### src/design/uart_pkg.sv
// Fixed frame of 1 start, 8 data and 1 stop bit, no parity
// Bit length is a whole number of system clocks, no fractional baud
// Both FIFOs share one depth, a power of two

package uart_pkg;

    // ====================
    // Frame
    // ====================

    // One character on the line
    typedef logic [7:0] uart_byte_t;

    // Data bits per frame, LSB first
    localparam int unsigned DATA_BITS = 8;

    // Width of the data bit index
    localparam int unsigned BIT_IDX_W = $clog2(DATA_BITS);

    // System clocks per line bit, kept small for short simulation
    localparam int unsigned CLKS_PER_BIT = 16;

    // Width of the bit period counters
    localparam int unsigned BIT_CNT_W = $clog2(CLKS_PER_BIT);

    // Cycles the receive path spends in the edge filter
    // Two history stages past the sampled stage, plus the state update
    localparam int unsigned RX_FILTER_DELAY = 3;

    // Filtered start edge to start bit centre
    localparam int unsigned HALF_BIT = CLKS_PER_BIT / 2 - RX_FILTER_DELAY;

    // ====================
    // FIFOs and flow control
    // ====================

    localparam int unsigned FIFO_DEPTH = 16;

    // Address width, the occupancy count is one bit wider
    localparam int unsigned FIFO_AW = $clog2(FIFO_DEPTH);

    // Clear-to-send flops, all must read low before a frame starts
    localparam int unsigned CTS_SYNC_STAGES = 3;

    // ====================
    // State machines
    // ====================

    // Data bits share one state, a bit index walks through them
    typedef enum logic [1:0] {
        TX_IDLE,
        TX_START,
        TX_DATA,
        TX_STOP
    } tx_state_t;

    typedef enum logic [2:0] {
        RX_IDLE,
        RX_HUNT,
        RX_START_MID,
        RX_DATA,
        RX_STOP
    } rx_state_t;

endpackage

### src/design/uart_byte_fifo.sv
// Flop-based byte FIFO with the head entry shown ahead of the pop
// Push while full and pop while empty are ignored
// Flags and head update the cycle after a push or pop

module uart_byte_fifo
    import uart_pkg::*;
(
    input  logic       i_clk,
    input  logic       i_reset,
    input  logic       i_push,
    input  logic       i_pop,
    input  uart_byte_t i_byte,
    output uart_byte_t o_byte,
    output logic       o_empty,
    output logic       o_full
);

    // Byte storage
    uart_byte_t mem [FIFO_DEPTH];

    logic [FIFO_AW-1:0] wr_ptr;
    logic [FIFO_AW-1:0] rd_ptr;
    logic [FIFO_AW:0]   count;
    logic [FIFO_AW:0]   count_next;
    logic               push_ok;
    logic               pop_ok;

    // Qualified requests
    assign push_ok = i_push && !o_full;
    assign pop_ok  = i_pop && !o_empty;

    // Occupancy after this cycle
    always_comb
    begin
        count_next = count;
        if (push_ok && !pop_ok)
        begin
            count_next = count + 1'b1;
        end
        else if (pop_ok && !push_ok)
        begin
            count_next = count - 1'b1;
        end
    end

    // Write side
    always_ff @(posedge i_clk)
    begin
        if (push_ok)
        begin
            mem[wr_ptr] <= i_byte;
        end
    end

    // Pointers, count and registered flags
    always_ff @(posedge i_clk)
    begin
        if (i_reset)
        begin
            wr_ptr  <= '0;
            rd_ptr  <= '0;
            count   <= '0;
            o_empty <= 1'b1;
            o_full  <= 1'b0;
        end
        else
        begin
            // Pointers wrap at the power-of-two depth
            if (push_ok)
            begin
                wr_ptr <= wr_ptr + 1'b1;
            end
            if (pop_ok)
            begin
                rd_ptr <= rd_ptr + 1'b1;
            end
            count   <= count_next;
            o_empty <= (count_next == '0);
            o_full  <= (count_next == (FIFO_AW+1)'(FIFO_DEPTH));
        end
    end

    // Show-ahead head
    assign o_byte = mem[rd_ptr];

endmodule

### src/design/uart_tx_serializer.sv
// Frames start only on a bit tick, so start latency varies by up to one bit
// Pops the FIFO at the start of the stop bit, head must stay stable until then
// A rising clear-to-send lets the current frame finish

module uart_tx_serializer
    import uart_pkg::*;
(
    input  logic       i_clk,
    input  logic       i_reset,
    input  logic       i_cts_n,
    input  logic       i_empty,
    input  uart_byte_t i_byte,
    output logic       o_pop,
    output logic       o_txd
);

    logic [BIT_CNT_W-1:0]       tick_cnt;
    logic                       tick;
    logic [CTS_SYNC_STAGES-1:0] cts_sync;
    logic                       send_ok;
    logic [BIT_IDX_W-1:0]       bit_idx;
    tx_state_t                  state;

    // ====================
    // Bit period timer
    // ====================

    // Free running, one tick per line bit
    always_ff @(posedge i_clk)
    begin
        if (i_reset)
        begin
            tick_cnt <= '0;
        end
        else if (tick)
        begin
            tick_cnt <= '0;
        end
        else
        begin
            tick_cnt <= tick_cnt + 1'b1;
        end
    end

    assign tick = (tick_cnt == BIT_CNT_W'(CLKS_PER_BIT - 1));

    // ====================
    // Clear-to-send sync
    // ====================

    // Resets to inactive so nothing goes out before the peer is seen
    always_ff @(posedge i_clk)
    begin
        if (i_reset)
        begin
            cts_sync <= '1;
        end
        else
        begin
            cts_sync <= {cts_sync[CTS_SYNC_STAGES-2:0], i_cts_n};
        end
    end

    // Every stage low and a byte waiting
    assign send_ok = (cts_sync == '0) && !i_empty;

    // ====================
    // Transmit FSM
    // ====================

    always_ff @(posedge i_clk)
    begin
        if (i_reset)
        begin
            state   <= TX_IDLE;
            bit_idx <= '0;
            o_txd   <= 1'b1;
            o_pop   <= 1'b0;
        end
        else
        begin
            // Pop is a single cycle strobe
            o_pop <= 1'b0;
            if (tick)
            begin
                case (state)
                    TX_IDLE:
                    begin
                        if (send_ok)
                        begin
                            o_txd <= 1'b0;
                            state <= TX_START;
                        end
                    end
                    TX_START:
                    begin
                        // Start bit done, first data bit
                        o_txd   <= i_byte[0];
                        bit_idx <= '0;
                        state   <= TX_DATA;
                    end
                    TX_DATA:
                    begin
                        if (bit_idx == BIT_IDX_W'(DATA_BITS - 1))
                        begin
                            // Byte fully shifted, release the FIFO entry
                            o_txd <= 1'b1;
                            o_pop <= 1'b1;
                            state <= TX_STOP;
                        end
                        else
                        begin
                            o_txd   <= i_byte[bit_idx + 1'b1];
                            bit_idx <= bit_idx + 1'b1;
                        end
                    end
                    TX_STOP:
                    begin
                        // Back to back frames with no idle gap
                        if (send_ok)
                        begin
                            o_txd <= 1'b0;
                            state <= TX_START;
                        end
                        else
                        begin
                            state <= TX_IDLE;
                        end
                    end
                    default:
                    begin
                        o_txd <= 1'b1;
                        state <= TX_IDLE;
                    end
                endcase
            end
        end
    end

endmodule

### src/design/uart_rx_deserializer.sv
// Samples the line at each bit centre, no oversampled voting
// A start bit that reads high at its centre is dropped as a glitch
// Hunts only while the FIFO has room, a frame with a low stop bit is not pushed

module uart_rx_deserializer
    import uart_pkg::*;
(
    input  logic       i_clk,
    input  logic       i_reset,
    input  logic       i_rxd,
    input  logic       i_full,
    output logic       o_push,
    output logic       o_rts_n,
    output uart_byte_t o_byte
);

    logic [1:0]           rxd_sync;
    logic                 rxd_s;
    logic [4:0]           rxd_hist;
    logic                 start_edge;
    logic [BIT_CNT_W-1:0] cnt;
    logic [BIT_IDX_W-1:0] bit_idx;
    rx_state_t            state;

    // ====================
    // Input sync and filter
    // ====================

    // Two flop synchronizer then a five deep history, all idle high
    always_ff @(posedge i_clk)
    begin
        if (i_reset)
        begin
            rxd_sync <= 2'b11;
            rxd_hist <= 5'h1f;
        end
        else
        begin
            rxd_sync <= {rxd_sync[0], i_rxd};
            rxd_hist <= {rxd_hist[3:0], rxd_s};
        end
    end

    assign rxd_s = rxd_sync[1];

    // Two old samples high, two new samples low
    // Middle stage is ignored to ride over a slow edge
    assign start_edge = (rxd_hist[4:3] == 2'b11) && (rxd_hist[1:0] == 2'b00);

    // Peer stops sending while there is no room
    assign o_rts_n = i_full;

    // ====================
    // Receive FSM
    // ====================

    always_ff @(posedge i_clk)
    begin
        if (i_reset)
        begin
            state   <= RX_IDLE;
            cnt     <= '0;
            bit_idx <= '0;
            o_push  <= 1'b0;
        end
        else
        begin
            o_push <= 1'b0;
            cnt    <= cnt + 1'b1;
            case (state)
                RX_IDLE:
                begin
                    if (!i_full)
                    begin
                        state <= RX_HUNT;
                    end
                end
                RX_HUNT:
                begin
                    if (i_full)
                    begin
                        state <= RX_IDLE;
                    end
                    else if (start_edge)
                    begin
                        cnt   <= '0;
                        state <= RX_START_MID;
                    end
                end
                RX_START_MID:
                begin
                    // Centre of the start bit
                    if (cnt == BIT_CNT_W'(HALF_BIT - 1))
                    begin
                        cnt     <= '0;
                        bit_idx <= '0;
                        state   <= rxd_s ? RX_IDLE : RX_DATA;
                    end
                end
                RX_DATA:
                begin
                    if (cnt == BIT_CNT_W'(CLKS_PER_BIT - 1))
                    begin
                        cnt     <= '0;
                        bit_idx <= bit_idx + 1'b1;
                        if (bit_idx == BIT_IDX_W'(DATA_BITS - 1))
                        begin
                            state <= RX_STOP;
                        end
                    end
                end
                RX_STOP:
                begin
                    // Stop bit centre, byte goes to the FIFO if framed
                    if (cnt == BIT_CNT_W'(CLKS_PER_BIT - 1))
                    begin
                        cnt    <= '0;
                        o_push <= rxd_s;
                        state  <= RX_IDLE;
                    end
                end
                default:
                begin
                    state <= RX_IDLE;
                end
            endcase
        end
    end

    // Shift register, LSB arrives first and walks down from the top
    always_ff @(posedge i_clk)
    begin
        if (state == RX_DATA && cnt == BIT_CNT_W'(CLKS_PER_BIT - 1))
        begin
            o_byte <= {rxd_s, o_byte[DATA_BITS-1:1]};
        end
    end

endmodule

### src/design/uart_core.sv
// UART core on the system clock, fixed bit length from the package
// Strobes have no back-pressure, a push into a full transmit FIFO is lost

module uart_core
    import uart_pkg::*;
(
    input  logic       i_clk,
    input  logic       i_reset,
    input  logic       i_tx_strobe,
    input  logic       i_rx_pop,
    input  logic       i_cts_n,
    input  logic       i_rxd,
    input  uart_byte_t i_tx_byte,
    output logic       o_tx_full,
    output logic       o_rx_empty,
    output logic       o_txd,
    output logic       o_rts_n,
    output uart_byte_t o_rx_byte
);

    // Transmit path
    uart_byte_t tx_head;
    logic       tx_empty;
    logic       tx_pop;

    // Receive path
    uart_byte_t rx_word;
    logic       rx_push;
    logic       rx_full;

    // ====================
    // Transmit
    // ====================

    uart_byte_fifo tx_fifo_i (
        .i_clk   (i_clk),
        .i_reset (i_reset),
        .i_push  (i_tx_strobe),
        .i_pop   (tx_pop),
        .i_byte  (i_tx_byte),
        .o_byte  (tx_head),
        .o_empty (tx_empty),
        .o_full  (o_tx_full)
    );

    uart_tx_serializer tx_ser_i (
        .i_clk   (i_clk),
        .i_reset (i_reset),
        .i_cts_n (i_cts_n),
        .i_empty (tx_empty),
        .i_byte  (tx_head),
        .o_pop   (tx_pop),
        .o_txd   (o_txd)
    );

    // ====================
    // Receive
    // ====================

    uart_rx_deserializer rx_des_i (
        .i_clk   (i_clk),
        .i_reset (i_reset),
        .i_rxd   (i_rxd),
        .i_full  (rx_full),
        .o_push  (rx_push),
        .o_rts_n (o_rts_n),
        .o_byte  (rx_word)
    );

    uart_byte_fifo rx_fifo_i (
        .i_clk   (i_clk),
        .i_reset (i_reset),
        .i_push  (rx_push),
        .i_pop   (i_rx_pop),
        .i_byte  (rx_word),
        .o_byte  (o_rx_byte),
        .o_empty (o_rx_empty),
        .o_full  (rx_full)
    );

endmodule

### config.mk
export PLATFORM = sky130hd
export DESIGN_NAME = uart_core
export DESIGN_NICKNAME = d
export VERILOG_FILES = /design/src/design/uart_pkg.sv /design/src/design/uart_byte_fifo.sv /design/src/design/uart_tx_serializer.sv /design/src/design/uart_rx_deserializer.sv /design/src/design/uart_core.sv
export SDC_FILE = /design/constraint.sdc
export NUM_CORES = 1
export LEC_CHECK = 0
export ABC_AREA = 0
export BUFFER_PORTS_ARGS = -buffer_cell sky130_fd_sc_hd__buf_2
export CORE_MARGIN = 2
export CORE_UTILIZATION = 30
export DETAILED_ROUTE_END_ITERATION = 6
export GPL_ROUTABILITY_DRIVEN = 0
export PLACE_DENSITY = 0.52
export SETUP_SLACK_MARGIN = 0.2
export SLEW_MARGIN = 30
export SYNTH_ARGS = -nofsm -noshare
export SYNTH_HDL_FRONTEND = slang
export SYNTH_SLANG_ARGS = --single-unit
export TNS_END_PERCENT = 10
### constraint.sdc
create_clock -name i_clk -period 2.6 [get_ports i_clk]
set_clock_uncertainty 0.05 [all_clocks]
set_input_delay 0.52 -clock i_clk [delete_from_list [all_inputs] [get_ports i_clk]]
set_output_delay 0.52 -clock i_clk [all_outputs]
set_load 0.02 [all_outputs]
* After elaboration in Yosys (flattened, before gate mapping)
Memory sizes are Yosys's and may differ from the RTL's. A register that Yosys moved wholly into a read port is not among the register bits.
Index checks and enable logic that the tools add are counted.
** Cells by class
- Add/subtract/negate cells :: 12
- $lt $le $gt $ge :: 1
- Equal/unequal tests :: 25
- Muxes and demuxes :: 41
- Bitwise operators :: 4
- Reductions and logical operators :: 37
** Operators by type and width (number)
- $mux W4 :: 8
- $mux W3 :: 10
- $add A4 B1 Y4 const B :: 6
- $mux W5 :: 4
- $pmux W3 S5 :: 1
- $ne A2 B1 Y1 const B :: 7
- $pmux W3 S2 :: 2
- $pmux W4 S3 :: 1
- $logic_and A1 B1 Y1 :: 11
- $add A5 B1 Y5 const B :: 2
- $eq A5 B5 Y1 const B :: 2
- $logic_not A5 Y1 :: 2
- $sub A5 B1 Y5 const B :: 2
- $eq A3 B3 Y1 const B :: 3
- $mux W1 :: 9
- $reduce_and A3 Y1 :: 3
- $eq A4 B4 Y1 const B :: 2
- $logic_not A1 Y1 :: 8
- $pmux W2 S4 :: 1
- $add A3 B1 Y3 const B :: 2
- $eq A2 B2 Y1 const B :: 3
- $eq A3 B2 Y1 const B :: 2
- $logic_not A3 Y1 :: 2
- $mux W2 :: 3
- 15 further kinds :: 24
** Storage, ports and cells
- Bits in registers :: 70
- Bits in writable memories :: 256
- Input port bits :: 14
- Output and inout bits :: 12
- Word-level logic and storage cells :: 145
- Memories kept :: 2
** Memory list
- rx_fifo_i.mem :: words 16, width 8, read ports 1, clocked after Yosys merged registers in 1, wr ports 1, line uart_byte_fifo.sv:19 : uart_byte_t mem [FIFO_DEPTH];
- tx_fifo_i.mem :: words 16, width 8, read ports 1, clocked after Yosys merged registers in 1, wr ports 1, line uart_byte_fifo.sv:19

* Depth between registers and ports, before layout
- Word-level depth :: 7
- Depth in mapped cells :: 9
- Mapped depth without buffers :: 8

* Hierarchy
From an unflattened synthesis, not the netlist that was laid out.
** Second synthesis, totals
- Cells, all modules :: 768
- Area total of the unflattened synthesis :: 13660.6 um^2
** Modules (own cells, without submodules)
- uart_byte_fifo :: instances 2, cells an instance 295, area each 5908.2 um^2, seq. area each 4224.1 um^2
- uart_rx_deserializer :: instances 1, cells an instance 101, area each 1111.1 um^2, seq. area each 600.6 um^2
- uart_tx_serializer :: instances 1, cells an instance 77, area each 733.2 um^2, seq. area each 280.3 um^2

* Least setup slack after synthesis
Ideal clock, no wire load.
- Path type :: reg-to-output
- Start :: reg with a tool-made name
- End :: out o_rx_byte[0]
- Data arrival time :: 1.874 ns
- Required time :: 2.030 ns
- Path slack :: 0.156 ns
- Stages on the path, launching flop included :: 5
- Buffers on the path :: 2
- Cells stage by stage :: dfxtp_1 -> clkbuf_1 -> buf_2 -> mux4_2 -> mux4_2
** RTL lines
- end: declaration :: line uart_core.sv:18 : output uart_byte_t o_rx_byte

==> results.sh <==
export IMPL_outcome="complete, but fails checks"
export IMPL_violations="setup timing"
export IMPL_synth_enable_flop_cells=264
export IMPL_fp_row_count=77
export IMPL_setup_violations=8
export IMPL_path_common_cell="mux4_2"
export IMPL_max_slew_margin_pct=59.0
export IMPL_startpoint_type="flop"
export IMPL_clkPwrFrac_pct=42.7
export IMPL_async_reset_ff_share_pct=0
export IMPL_vdd_drop_max_uv=643
export IMPL_final_antenna_net_count=0
export IMPL_switching_share_pct=22.5
export IMPL_crit_fanout=6
export IMPL_holdPathEnd="rx_des_i.rxd_sync[0]"
export IMPL_coreArea_mm2=0.0441
export IMPL_min_period_over_period_pct=112
export IMPL_dp_final_hpwl_mm=17.3
export IMPL_clk_path_buf_depth=3
export IMPL_die_area_mm2=0.0462
export IMPL_timing_rr_end="tx_ser_i.o_txd"
export IMPL_antenna_cells=0
export IMPL_power_switching_mw=2.74
export IMPL_min_from="i_rxd"
export IMPL_pre_cts_slack_ns=0.236
export IMPL_internal_power_mw=9.48
export IMPL_grt_max_degree=53
export IMPL_finalPower_mw=12.2
export IMPL_syn_inst=789
export IMPL_drtIter0Drc=515
export IMPL_clkSinkCount=334
export IMPL_fin_tns_setup_ns=-2.21
export IMPL_slowest_stage="mux4_2"
export IMPL_maxSlewViolCount=0
export IMPL_grt_overflow=0
export IMPL_vias=6911
export IMPL_synth_top_flop_cell="edfxtp_1"
export IMPL_rrSetupSlack_ns=0.38
export IMPL_fill_cells=4208
export IMPL_min_period_ns=2.91
export IMPL_io_buffers=25
export IMPL_path_buf_inv=2
export IMPL_max_slew_worst_pin_slew_ns=0.614
export IMPL_placedCellCount=1413
export IMPL_hold_ws_ns=0.122
export IMPL_path_delay_family="multiplexers"
export IMPL_routed_wl_mm=27.9
export IMPL_avgSynthCellArea_um2=16.9
export IMPL_rsz0062_at_grt="yes"
export IMPL_post_cts_setup_buffer_count=0
export IMPL_grt_pass1_vias=6886
export IMPL_yosysWarnings=0
export IMPL_finalHoldViolCount=0
export IMPL_drive_above_1_share_pct=23.7
export IMPL_yosysSeqAreaShare_pct=69.8
export IMPL_final_area_mm2=0.0157
export IMPL_p_per_area_mw_per_mm2=777
export IMPL_hold_class="input port to flop"
export IMPL_synth_fp_nets=829
export IMPL_cts_tree="done"
export IMPL_max_freq_ghz=0.344
export IMPL_crit_required_ns=2.03
export IMPL_crit_chain="clkbuf_16 > mux4_2 > mux4_2 > buf_2"
export IMPL_ys_ff_latch=334
export IMPL_instances_no_fill=1484
export IMPL_p_leak_nw=5.09
export IMPL_start_util_pct=30.3
export IMPL_slowest_delay_ns=0.53
export IMPL_die_h_um=215
export IMPL_place_area_mm2=0.0144
export IMPL_insertion_delay_ns=0.55
export IMPL_setup_slack_ns=-0.309
export IMPL_fin_util_pct=35.7
export IMPL_hold_path_depth=2
export IMPL_drc=0
export IMPL_synthDistinctLibCells=53
export IMPL_numCtsBuffers=38
export IMPL_grt_antenna_before_repair=0
export IMPL_synth_area_mm2=0.0134
export IMPL_grtUsageTotal_pct=12.1
export IMPL_nNetsFinal=903
export IMPL_critPathArrivalTime_ns=2.34
export IMPL_path_clk_slew_ns=0.06
export IMPL_firstDrtPassIters=5
export IMPL_wl_per_cell_um=18.8
export IMPL_cts_root_buf="clkbuf_16"
export IMPL_ff2ff_path_depth=7
export IMPL_seq_power_share_pct=48.8
export IMPL_critPathCaptureType="primary output"
export IMPL_cts_max_level=2
export IMPL_vias_per_cell=4.66
export IMPL_syn_to_final_growth_pct=17.8
export IMPL_maxCapViolations=0
export IMPL_hold_buffers=0
export IMPL_timing_worst_setup_path_type="flop to primary output"
export IMPL_ioPinCount=26
export IMPL_grt_pass1_wl_mm=42.5
export IMPL_die_w_um=215
export IMPL_power_frac_comb_pct=8.5
-- registers in the layout, summed over array words and instances, names as in the netlist, 2 cells and up, named ones only --
name               cells
rx_des_i.bit_idx       3
rx_des_i.cnt           4
rx_des_i.o_byte        8
rx_des_i.rxd_hist      5
rx_des_i.rxd_sync      2
rx_des_i.state         3
rx_fifo_i.count        5
rx_fifo_i.mem        128
rx_fifo_i.rd_ptr       4
rx_fifo_i.wr_ptr       4
tx_fifo_i.count        5
tx_fifo_i.mem        128
tx_fifo_i.rd_ptr       4
tx_fifo_i.wr_ptr       4
tx_ser_i.bit_idx       3
tx_ser_i.cts_sync      3
tx_ser_i.state         2
tx_ser_i.tick_cnt      4
-- kinds of logic after synthesis --
group                      Yosys count  share of synthesized area, %
AOI/OAI and AO/OA                   66                          3.41
and+or+nand+nor                    200                          7.63
muxes                               85                          13.3
DFF                                334                          69.8
buffers and inverters               55                          1.92
xor gates and xnor gates            23                          1.51
adders and majority gates           26                          2.44
-- cells in the final DEF (no fill, tap or decap), drive strengths merged, types with 12 or more instances in the layout --
cell	Yosys	layout
inv	21	24
dfxtp	70	70
and2	23	23
mux4	71	71
edfxtp	264	264
nand2	42	42
nor3	12	12
nor2	51	51
clkinv	0	12
mux2i	13	13
xnor2	14	14
clkbuf	20	53
buf	14	66
a21oi	22	22
ha	26	26
-- cell type report --
class / instances / area [um2] / area share (%)
tap: 592 / 741 / 4.71
multi-input combinational: 400 / 3780 / 24.0
clock inverter: 18 / 166 / 1.06
sequential: 334 / 9340 / 59.3
clock buffer: 51 / 1070 / 6.80
inverter: 21 / 78.8 / 0.501
timing repair buffer: 68 / 564 / 3.59
-- cells in the mapped netlist (all sizes together), types with 10 or more instances --
master	n	area share, %
or2	11	0.52
buf	14	0.77
nor3	12	0.45
nor2	51	1.4
nand2b	10	0.47
nand2	42	1.2
a21oi	22	0.82
nor4	11	0.52
mux2i	13	0.97
mux4	71	12
nor2b	11	0.52
clkbuf	20	0.56
inv	21	0.59
dfxtp	70	10
edfxtp	264	59
xnor2	14	0.92
and2	23	1.1
ha	26	2.4
-- routing by layer --
layer	GRT usage, %	vias to the layer above	part of all wire [%]
li1	-	3240	-
met1	15.7	3472	44
met2	19.9	143	49
met3	2.55	56	4.1
met4	4.37	0	2.9
met5	0	-	0
-- power groups by stage --
stage	Sequential [mW]	Clock, mW	Combinational, mW
4_1_cts	5.96	5.39	1.01
3_3_place_gp	6.07	0	0.993
3_5_place_dp	6.07	0	1.01
6_report	5.97	5.22	1.04
5_1_grt	5.98	5.60	1.15
2_1_floorplan	6.03	0	0.773
-- worst max-delay path by stage --
stage          cells after the start  start  slack, ns           end
5_1_grt                            4   flop      -0.36  o_rx_byte[4]
4_1_cts                            4   flop      -0.33  o_rx_byte[4]
2_1_floorplan                      4   flop       0.23  o_rx_byte[0]
3_3_place_gp                       4   flop       0.25  o_rx_byte[3]
3_5_place_dp                       4   flop       0.24  o_rx_byte[4]
6_report                           4   flop      -0.31  o_rx_byte[1]
-- repair_timing --
| action | 4_1_cts | 5_1_grt |
|---|---|---|
| gates cloned | 0 | 2 |
| resized for setup | 3 | 7 |
| setup endpoints to repair | 8 | 9 |
| pin swaps | 0 | 0 |
(Power assumes the default switching activity.)
